`src/rtl/exec_pkg.sv`:
```
//--------------------------------------------------------------------
// shared types and constants of the execute stage
// word types, ALU and multiply function codes, multiplier FSM states
//--------------------------------------------------------------------

package exec_pkg;

  //--------------------------------------------------------------------
  // widths and constants
  //--------------------------------------------------------------------

  // data word width
  localparam int XLEN = 32;

  // shift amount taken from low bits of operand 1
  localparam int SHAMT_W = 5;

  // one shift-add per multiplier bit
  localparam int MUL_STEPS = 32;

  // counter covers 0..MUL_STEPS, last value is the sign-fix cycle
  localparam int MUL_CNT_W = $clog2(MUL_STEPS + 1);

  //--------------------------------------------------------------------
  // types
  //--------------------------------------------------------------------

  typedef logic [XLEN-1:0]   word_t;
  typedef logic [2*XLEN-1:0] dword_t;

  // pipeline register reset value
  localparam word_t RESET_WORD = '0;

  typedef enum logic [3:0] {
    alu_add    = 4'd0,
    alu_sub    = 4'd1,
    alu_sll    = 4'd2,
    alu_or     = 4'd3,
    alu_slt    = 4'd4,
    alu_sltu   = 4'd5,
    alu_and    = 4'd6,
    alu_xor    = 4'd7,
    alu_srl    = 4'd8,
    alu_sra    = 4'd9,
    alu_cp_op0 = 4'd10,
    alu_cp_op1 = 4'd11
  } alu_fn_t;

  typedef enum logic [0:0] {
    mul_signed   = 1'b0,
    mul_unsigned = 1'b1
  } mul_fn_t;

  typedef enum logic [1:0] {
    mul_idle = 2'd0,
    mul_busy = 2'd1,
    mul_done = 2'd2
  } mul_state_t;

endpackage

```
`src/rtl/exec_alu.sv`:
```
//--------------------------------------------------------------------
// combinational ALU with the six branch condition flags
//--------------------------------------------------------------------

module exec_alu
  import exec_pkg::*;
(
  input  word_t   op0,
  input  word_t   op1,
  input  alu_fn_t fn,
  output word_t   alu_out,
  output logic    branch_cond_eq,
  output logic    branch_cond_ne,
  output logic    branch_cond_lt,
  output logic    branch_cond_ltu,
  output logic    branch_cond_ge,
  output logic    branch_cond_geu
);

  logic [SHAMT_W-1:0] shamt;
  logic               slt_bit;
  logic               sltu_bit;
  logic               diff_signs;

  // only the low bits of op1 shift
  assign shamt = op1[SHAMT_W-1:0];

  assign slt_bit  = $signed(op0) < $signed(op1);
  assign sltu_bit = op0 < op1;

  //--------------------------------------------------------------------
  // function select
  //--------------------------------------------------------------------

  always_comb begin
    case (fn)
      alu_add:    alu_out = op0 + op1;
      alu_sub:    alu_out = op0 - op1;
      alu_sll:    alu_out = op0 << shamt;
      alu_or:     alu_out = op0 | op1;
      alu_slt:    alu_out = {{(XLEN-1){1'b0}}, slt_bit};
      alu_sltu:   alu_out = {{(XLEN-1){1'b0}}, sltu_bit};
      alu_and:    alu_out = op0 & op1;
      alu_xor:    alu_out = op0 ^ op1;
      alu_srl:    alu_out = op0 >> shamt;
      // arithmetic shift keeps the sign
      alu_sra:    alu_out = word_t'($signed(op0) >>> shamt);
      alu_cp_op0: alu_out = op0;
      alu_cp_op1: alu_out = op1;
      // unused codes
      default:    alu_out = '0;
    endcase
  end

  //--------------------------------------------------------------------
  // branch conditions
  //--------------------------------------------------------------------

  // flags assume control picked alu_sub, so alu_out = op0 - op1
  assign diff_signs = op0[XLEN-1] ^ op1[XLEN-1];

  // zero difference means equal
  assign branch_cond_eq = (alu_out == '0);
  assign branch_cond_ne = ~branch_cond_eq;

  // signs differ: the negative operand is the smaller one (signed)
  // signs agree: no overflow, so the difference sign decides
  assign branch_cond_lt = diff_signs ? op0[XLEN-1] : alu_out[XLEN-1];
  assign branch_cond_ge = diff_signs ? op1[XLEN-1] : ~alu_out[XLEN-1];

  // unsigned view flips it, set msb is the larger value
  assign branch_cond_ltu = diff_signs ? op1[XLEN-1] : alu_out[XLEN-1];
  assign branch_cond_geu = diff_signs ? op0[XLEN-1] : ~alu_out[XLEN-1];

endmodule

```
`src/rtl/exec_multiplier.sv`:
```
//--------------------------------------------------------------------
// iterative shift-add 32x32 multiplier, signed and unsigned
// valid/ready request and response, one item in flight
//--------------------------------------------------------------------

module exec_multiplier
  import exec_pkg::*;
(
  input  logic    clk,
  input  logic    reset,
  input  word_t   op_a,
  input  word_t   op_b,
  input  mul_fn_t fn,
  input  logic    req_val,
  output logic    req_rdy,
  output logic    resp_val,
  input  logic    resp_rdy,
  output dword_t  product
);

  mul_state_t           state;
  logic [MUL_CNT_W-1:0] step_cnt;
  logic                 accept;
  logic                 take;
  logic                 last_step;

  // operand sign handling
  logic  a_neg;
  logic  b_neg;
  word_t a_mag;
  word_t b_mag;

  // working registers
  dword_t mcand;
  word_t  mplier;
  dword_t acc;
  logic   negate;

  assign req_rdy  = (state == mul_idle);
  assign resp_val = (state == mul_done);
  assign accept   = req_val & req_rdy;
  assign take     = resp_val & resp_rdy;

  // step count MUL_STEPS is the sign-fix cycle
  assign last_step = (step_cnt == MUL_CNT_W'(MUL_STEPS));

  // magnitudes only for signed requests
  assign a_neg = (fn == mul_signed) && op_a[XLEN-1];
  assign b_neg = (fn == mul_signed) && op_b[XLEN-1];
  assign a_mag = a_neg ? -op_a : op_a;
  assign b_mag = b_neg ? -op_b : op_b;

  assign product = acc;

  //--------------------------------------------------------------------
  // control FSM
  //--------------------------------------------------------------------

  always_ff @(posedge clk) begin
    if (reset) begin
      state    <= mul_idle;
      step_cnt <= '0;
    end else begin
      case (state)
        mul_idle: begin
          if (accept) begin
            state    <= mul_busy;
            step_cnt <= '0;
          end
        end
        mul_busy: begin
          if (last_step) begin
            state <= mul_done;
          end else begin
            step_cnt <= step_cnt + 1'b1;
          end
        end
        // hold result until the response is taken
        mul_done: begin
          if (take) begin
            state <= mul_idle;
          end
        end
        default: state <= mul_idle;
      endcase
    end
  end

  //--------------------------------------------------------------------
  // shift-add datapath
  //--------------------------------------------------------------------

  always_ff @(posedge clk) begin
    if (accept) begin
      mcand  <= {{XLEN{1'b0}}, a_mag};
      mplier <= b_mag;
      acc    <= '0;
      negate <= a_neg ^ b_neg;
    end else if (state == mul_busy) begin
      if (last_step) begin
        // restore sign on entry to done
        if (negate) begin
          acc <= -acc;
        end
      end else begin
        if (mplier[0]) begin
          acc <= acc + mcand;
        end
        mcand  <= mcand << 1;
        mplier <= mplier >> 1;
      end
    end
  end

endmodule

```
`src/rtl/exec_result_sel.sv`:
```
//--------------------------------------------------------------------
// product word select, execute result select, X to M register
//--------------------------------------------------------------------

module exec_result_sel
  import exec_pkg::*;
(
  input  logic   clk,
  input  logic   reset,
  input  logic   stall_m,
  input  word_t  alu_out,
  input  dword_t product,
  input  logic   hi_sel,
  input  logic   exec_sel,
  output word_t  result_m
);

  word_t mul_word;
  word_t exec_word;

  //--------------------------------------------------------------------
  // result muxes
  //--------------------------------------------------------------------

  // high half for mulh-style results, low half otherwise
  always_comb begin
    if (hi_sel) begin
      mul_word = product[2*XLEN-1:XLEN];
    end else begin
      mul_word = product[XLEN-1:0];
    end
  end

  // exec_sel high picks the multiplier
  always_comb begin
    if (exec_sel) begin
      exec_word = mul_word;
    end else begin
      exec_word = alu_out;
    end
  end

  //--------------------------------------------------------------------
  // X to M pipeline register
  //--------------------------------------------------------------------

  // holds under stall_m
  always_ff @(posedge clk) begin
    if (reset) begin
      result_m <= RESET_WORD;
    end else if (!stall_m) begin
      result_m <= exec_word;
    end
  end

endmodule

```
`src/rtl/exec_stage.sv`:
```
//--------------------------------------------------------------------
// execute stage top: D to X operand register, ALU, multiplier
// and result select feeding the X to M register
//--------------------------------------------------------------------

module exec_stage
  import exec_pkg::*;
(
  input  logic    clk,
  input  logic    reset,
  input  logic    stall_x,
  input  logic    stall_m,
  input  word_t   op0_d,
  input  word_t   op1_d,
  input  alu_fn_t alu_fn_x,
  input  mul_fn_t mul_fn_x,
  input  logic    mul_req_val,
  output logic    mul_req_rdy,
  output logic    mul_resp_val,
  input  logic    mul_resp_rdy,
  input  logic    mul_hi_sel_x,
  input  logic    exec_sel_x,
  output word_t   result_m,
  output logic    branch_cond_eq,
  output logic    branch_cond_ne,
  output logic    branch_cond_lt,
  output logic    branch_cond_ltu,
  output logic    branch_cond_ge,
  output logic    branch_cond_geu
);

  // execute-stage operands
  word_t  op0_x;
  word_t  op1_x;

  word_t  alu_out_x;
  dword_t product_x;

  //--------------------------------------------------------------------
  // D to X operand register
  //--------------------------------------------------------------------

  // stall_x freezes the operands
  always_ff @(posedge clk) begin
    if (reset) begin
      op0_x <= RESET_WORD;
      op1_x <= RESET_WORD;
    end else if (!stall_x) begin
      op0_x <= op0_d;
      op1_x <= op1_d;
    end
  end

  //--------------------------------------------------------------------
  // execute units, side by side on the same operands
  //--------------------------------------------------------------------

  exec_alu i_exec_alu (
    .op0             (op0_x),
    .op1             (op1_x),
    .fn              (alu_fn_x),
    .alu_out         (alu_out_x),
    .branch_cond_eq  (branch_cond_eq),
    .branch_cond_ne  (branch_cond_ne),
    .branch_cond_lt  (branch_cond_lt),
    .branch_cond_ltu (branch_cond_ltu),
    .branch_cond_ge  (branch_cond_ge),
    .branch_cond_geu (branch_cond_geu)
  );

  // latches its own operand copy on accept
  exec_multiplier i_exec_multiplier (
    .clk      (clk),
    .reset    (reset),
    .op_a     (op0_x),
    .op_b     (op1_x),
    .fn       (mul_fn_x),
    .req_val  (mul_req_val),
    .req_rdy  (mul_req_rdy),
    .resp_val (mul_resp_val),
    .resp_rdy (mul_resp_rdy),
    .product  (product_x)
  );

  exec_result_sel i_exec_result_sel (
    .clk      (clk),
    .reset    (reset),
    .stall_m  (stall_m),
    .alu_out  (alu_out_x),
    .product  (product_x),
    .hi_sel   (mul_hi_sel_x),
    .exec_sel (exec_sel_x),
    .result_m (result_m)
  );

endmodule

```
`config.mk`:
```
export PLATFORM = sky130hd
export DESIGN_NAME = exec_stage
export DESIGN_NICKNAME = d
export VERILOG_FILES = /design/src/rtl/exec_pkg.sv /design/src/rtl/exec_alu.sv /design/src/rtl/exec_multiplier.sv /design/src/rtl/exec_result_sel.sv /design/src/rtl/exec_stage.sv
export SDC_FILE = /design/constraint.sdc
export NUM_CORES = 1
export LEC_CHECK = 0
export BUFFER_PORTS_ARGS = -buffer_cell sky130_fd_sc_hd__buf_2
export CORE_MARGIN = 3
export CORE_UTILIZATION = 53
export CTS_CLUSTER_DIAMETER = 40
export CTS_CLUSTER_SIZE = 20
export DETAILED_ROUTE_END_ITERATION = 6
export MAX_ROUTING_LAYER = met4
export PLACE_DENSITY = 0.75
export SLEW_MARGIN = 20
export SYNTH_ARGS = -nofsm -noshare
export SYNTH_HDL_FRONTEND = slang
export SYNTH_SLANG_ARGS = --single-unit
export TNS_END_PERCENT = 100
```
`constraint.sdc`:
```
create_clock -name clk -period 9.6 [get_ports clk]
set_input_delay 0.96 -clock clk [delete_from_list [all_inputs] [get_ports clk]]
set_output_delay 0.96 -clock clk [all_outputs]
set_load 0.01 [all_outputs]
```
==> results of run 1 <==
[state kept, by name (all words and copies together) (netlist names)]
signal and cells:
i_exec_multiplier.mcand 64, i_exec_multiplier.product 64, i_exec_multiplier.mplier 32, i_exec_result_sel.result_m 32, op0_x 32, op1_x 32
i_exec_multiplier.step_cnt 6, i_exec_multiplier.state 2, i_exec_multiplier.negate 1
[critical path, stage by stage (launching register included)]
cell and delay (ns):
dfxtp_4 0.76, inv_2 0.46, ha_1 0.61, o21ai_0 0.18, nor4_1 0.71, nor2_1 0.18, a21oi_1 0.34, o2111ai_1 0.28
a2111oi_0 0.71, nor3_1 0.17, mux2i_1 0.19, nand3_1 0.10, or3_1 0.34, or4_1 0.57, buf_2 0.17
[cell families after synthesis]
| group | Yosys count | synth area share |
|---|---|---|
| flip-flops | 265 | 0.220 |
| AO/OA/AOI/OAI | 1139 | 0.269 |
| buffers and inverters | 407 | 0.0610 |
| AND/OR/NAND/NOR | 1219 | 0.210 |
| multiplexers | 240 | 0.115 |
| adder cells (fa/ha/maj) | 175 | 0.0819 |
| XOR/XNOR | 133 | 0.0431 |
[final cells by class]
cell class,count,area [um^2]
diodes,6,15.0
clock buffers,54,1280
clock inverters,40,402
fillers,4651,20600
inverters,125,469
multi-input cells,2906,19500
flip-flops and latches,265,5970
well taps,672,841
repair buffers,189,1150
[routing by layer]
metal	routed length [um]	share of wire	global-route usage
met1	46200	0.37	0.554
met2	53900	0.43	0.686
met3	13400	0.11	0.0986
met4	11100	0.089	0.326
met5	0	0	-
[path summary, 6_finish.rpt]
check	startpoint	endpoint	slack, ns	depth (start not counted)
hold reg to reg	i_exec_result_sel.result_m[18]$_SDFFE_PP0N_	i_exec_result_sel.result_m[18]$_SDFFE_PP0N_	0.46	2
setup reg to reg	op1_x[2]$_SDFFE_PP0N_	i_exec_result_sel.result_m[30]$_SDFFE_PP0N_	3.99	14
setup / recovery	op1_x[2]$_SDFFE_PP0N_	branch_cond_ne	2.23	14
hold / removal	i_exec_result_sel.result_m[18]$_SDFFE_PP0N_	i_exec_result_sel.result_m[18]$_SDFFE_PP0N_	0.46	2
[power groups by stage]
stage	clock [uW]	sequential, uW	combinational [uW]
CTS	1760	1400	1460
global route	1820	1410	1610
finish	1750	1400	1530
floorplan	0	1350	1010
detailed placement	0	1420	1460
global placement	0	1420	1460
[stage by stage]
stage               hold WS [ns]  instances
floorplan                  0.449       3578
global placement           0.449       4157
detailed placement         0.453       4157
CTS                        0.462       4251
global route               0.476       4256
finish                     0.460       4257
[layout by cell type (no fill, tap or decap), types with 20 or more instances in the layout]
| master | synthesis | routed |
|---|---|---|
| nand2_1 | 381 | 380 |
| nor2_1 | 354 | 350 |
| a21oi_1 | 338 | 338 |
| o21ai_0 | 250 | 249 |
| dfxtp_1 | 200 | 196 |
| ha_1 | 172 | 172 |
| mux2i_1 | 160 | 160 |
| inv_1 | 117 | 116 |
| buf_2 | 31 | 114 |
| nor3_1 | 108 | 107 |
| xnor2_1 | 103 | 103 |
| nand3_1 | 93 | 92 |
| buf_4 | 6 | 74 |
| edfxtp_1 | 65 | 65 |
| a31oi_1 | 57 | 57 |
| o211ai_1 | 57 | 57 |
| a211oi_1 | 55 | 55 |
| mux4_2 | 53 | 53 |
| a21o_1 | 52 | 52 |
| clkbuf_16 | 0 | 50 |
| nand2b_1 | 42 | 41 |
| nor4_1 | 40 | 40 |
| nor2b_1 | 38 | 38 |
| o22ai_1 | 37 | 37 |
| o31ai_1 | 35 | 35 |
| nand4_1 | 32 | 32 |
| a22oi_1 | 31 | 31 |
| xor2_1 | 30 | 30 |
| or3_1 | 29 | 29 |
| a221oi_1 | 27 | 27 |
| mux2_2 | 26 | 26 |
| and3_1 | 23 | 22 |
| a211o_1 | 20 | 20 |
==> impl_metrics.json, run 1 <==
{
  "finalSetupViolations": 0,
  "rsz0062_at_grt": "no",
  "min_period_ns": 7.37,
  "synth_nets": 3830,
  "p_sw_uw": 1870,
  "drt-total-wl_mm": 125,
  "required_ns": 8.64,
  "yosysTopAreaCellShare": 0.148,
  "post_dp_cell_area_um2": 27900,
  "fmax_mhz": 136,
  "fin_area_um2": 29600,
  "synth.area.top_cells": "dfxtp_1 15%, ha_1 8.0%, edfxtp_1 7.2%",
  "syn_inst": 3578,
  "synth_warnings": 0,
  "synthArstFlopShare": 0,
  "clk_latency_ns": 0.63,
  "io_pins": 117,
  "yosysMostFrequentCell": "nand2_1",
  "maxSlewHeadroom": 0.233,
  "layout-drive-gt1-share": 0.116,
  "rows": 82,
  "avgSynthCellArea_um2": 7.55,
  "power_uw": 4680,
  "p_clk_frac": 0.374,
  "track_usage": 0.461,
  "worstMarginPinSlew_ns": 1.14,
  "cp-start-kind": "register",
  "dieArea_um2": 53700,
  "grt_overflow": 0,
  "wl_per_cell_um": 29.3,
  "port_buffers": 116,
  "cts.clk_slew.worst_paths_ns": 0.05,
  "place_congestion": 1.13,
  "synth_top_cell_by_area": "dfxtp_1",
  "drc_errors": 0,
  "hold_violations": 0,
  "hpwl_mm": 92.1,
  "p_per_area_nw_per_um2": 158,
  "fp.dieW_um": 232,
  "antenna_found_initial": 8,
  "grt_start_max_net_pins": 87,
  "drtAntennaViolNets": 0,
  "place_ws_ns": 3.18,
  "cts_resized": 0,
  "outcome": "completed",
  "synth_edf_count": 65,
  "cts.sinks": 265,
  "start_util": 0.537,
  "ys.flop_type": "dfxtp_1",
  "grt_pass1_vias": 27572,
  "drtPass1Iterations": 6,
  "fin_ws_ns": 2.23,
  "core_area_um2": 50300,
  "mappedNetlistArea_um2": 27000,
  "p_leak_uw": 0.0117,
  "setup_tns_ns": 0,
  "endpoint_kind": "primary output",
  "crit_type": "register to primary output",
  "crit_fanout": 49,
  "irDropWorstVdd_v": 0.000146,
  "numCtsBuffers": 50,
  "netSwitchingFraction": 0.399,
  "ctsHoldBuffers": 0,
  "ys_top_cells_by_count": "381 x nand2_1, 354 x nor2_1, 338 x a21oi_1",
  "cts_tree": "yes",
  "slew_violations": 0,
  "root_buffer": "clkbuf_16",
  "pwr-share-comb": 0.326,
  "postCtsSetupBuffers": 0,
  "final_util": 0.589,
  "synth_cell_type_count": 91,
  "seqPwrFrac": 0.300,
  "grt_pass1_wl_mm": 182,
  "drt_iter0_drc": 3807,
  "maxCapViolCount": 0,
  "fin_nets": 3789,
  "holdCritPathClass": "register to register",
  "clock_skew_ns": 0.0388,
  "die_h_um": 232,
  "viasPerCell": 7.01,
  "cts_buffer_depth": 3,
  "seq_area_frac_synth": 0.220,
  "fin_crit_sh": 0.768,
  "via_count": 29839,
  "cp.arrival_ns": 6.41,
  "cts_max_level": 2,
  "ys_seq_elements": 265,
  "internal-power_uw": 2810,
  "syn_to_final_growth_pct": 9.66
}
Power figures use the tool's default switching activity.
==> run 2, diff against run 1 <==
Settings changed: PLACE_DENSITY 0.75 to 0.78.
Clock period 9.6 ns to 6.6 ns, I/O delays scaled along.
==> run 2 against run 1 <==
Net effect: final cell count rose by 0.73%; routed wire length rose by 0.12%; critical path depth rose by 2; core utilization rose by 0.84 points; sequential share of layout area fell by 0.28 points; clock skew fell by 0.0090 ns; register-to-register slack got worse by 2.3 ns; total power rose by 51%; largest cell class unchanged.
==> impl_metrics.json, run 2 (synthesis results as in run 1) <==
{
  "finalSetupViolations": 0,
  "root_buffer": "clkbuf_16",
  "holdCritPathClass": "input pin to register",
  "rows": 82,
  "grt_overflow": 0,
  "p_per_area_nw_per_um2": 235,
  "fin_nets": 3824,
  "power_uw": 7050,
  "worstMarginPinSlew_ns": 1.16,
  "cts.sinks": 265,
  "drc_errors": 0,
  "drtAntennaViolNets": 0,
  "dieArea_um2": 53700,
  "via_count": 30081,
  "hold_ws_ns": 0.256,
  "grt_pass1_wl_mm": 182,
  "endpoint_kind": "primary output",
  "clock_skew_ns": 0.0298,
  "cts.clk_slew.worst_paths_ns": 0.05,
  "cp_cell_sequence": "inv_2 > ha_1 > o21ai_0 > nor4_1 > buf_4 > nor2_1 > a21oi_1 > o2111ai_1 > a2111oi_1 > nor3_1 > mux2i_1 > nand3_1 > or3_1 > nor4_1 > buf_4 > buf_2",
  "hold_violations": 0,
  "viasPerCell": 7.02,
  "track_usage": 0.461,
  "maxCapViolCount": 0,
  "crit_type": "register to primary output",
  "place_congestion": 1.12,
  "grt_pass1_vias": 27788,
  "numCtsBuffers": 50,
  "cp-start-kind": "register",
  "drtPass1Iterations": 6,
  "antenna_found_initial": 3,
  "maxSlewHeadroom": 0.220,
  "crit_path_start": "op1_x[3]$_SDFFE_PP0N_",
  "cts_buffer_depth": 3,
  "cp.arrival_ns": 5.92,
  "fmax_mhz": 152,
  "crit_fanout": 20,
  "postCtsSetupBuffers": 0,
  "layout-drive-gt1-share": 0.125,
  "cts_max_level": 2,
  "min_from": "op1_d[0]",
  "mostFrequentLayoutCell": "nand2_1",
  "core_area_um2": 50300,
  "layout_common_cells": "380 x nand2_1, 352 x nor2_1, 338 x a21oi_1",
  "outcome": "completed",
  "worst-path-buf-inv": 4,
  "final_util": 0.598,
  "drt-total-wl_mm": 125,
  "drt_iter0_drc": 4061,
  "port_buffers": 116,
  "ctsHoldBuffers": 0,
  "max_stage_delay_ns": 0.72,
  "p_leak_uw": 0.0119,
  "irDropWorstVdd_v": 0.000259,
  "wl_per_cell_um": 29.1,
  "io_pins": 117,
  "slew_violations": 0,
  "fill_cells": 4686,
  "die_h_um": 232,
  "clk_latency_ns": 0.64,
  "min_period_ns": 6.58,
  "slowest_stage": "a2111oi_1",
  "required_ns": 5.94,
  "setup_tns_ns": 0,
  "hpwl_mm": 94.4,
  "fp.dieW_um": 232,
  "fin_ws_ns": 0.0180,
  "crit_family": "simple AND/OR/NAND/NOR gates",
  "cts_resized": 0,
  "start_util": 0.537,
  "cts_tree": "yes",
  "r2r-start": "op1_x[3]$_SDFFE_PP0N_",
  "grt_start_max_net_pins": 98,
  "rrSetupSlack_ns": 1.68,
  "place_ws_ns": 0.730,
  "fin_crit_sh": 0.997,
  "syn_to_final_growth_pct": 11.2
}
[run 2: final cells by class]
class	instances	area (um^2)	area share
clock inverter	40	509	0.0169
clock buffer	54	1300	0.0432
sequential	265	5970	0.199
tap	672	841	0.0280
multi-input combinational	2906	19500	0.649
timing repair buffer	224	1450	0.0481
antenna	2	5.00	0.000167
inverter	125	469	0.0156
[run 2: metrics by stage]
stage / instances / instance area [um^2]
detailed placement: 4192 / 28200
floorplan: 3578 / 27000
finish: 4288 / 30100
global route: 4287 / 30000
global placement: 4192 / 28200
CTS: 4286 / 30000
[run 2: worst paths after layout]
| path | to | cells after the start |
|---|---|---|
| max | branch_cond_eq | 16 |
| min | op1_x[0]$_SDFFE_PP0N_ | 3 |
| max reg2reg | i_exec_result_sel.result_m[29]$_SDFFE_PP0N_ | 14 |
| min reg2reg | i_exec_result_sel.result_m[20]$_SDFFE_PP0N_ | 2 |
[run 2: worst min-delay path: stages]
cell and delay, ns:
buf_2 0.07, mux2i_1 0.05, nor2_1 0.07
[run 2: power breakdown]
part	internal [uW]	total [uW]	switching, uW
clock network	1650	2760	1110
logic	764	2260	1500
registers	1830	2020	196
[run 2: routing by layer]
layer / GRT usage / share of wire / up-vias
li1: - / - / 13283
met1: 0.557 / 0.37 / 14138
met2: 0.696 / 0.43 / 2089
met3: 0.0843 / 0.11 / 571
met4: 0.321 / 0.091 / 0
met5: - / 0 / -
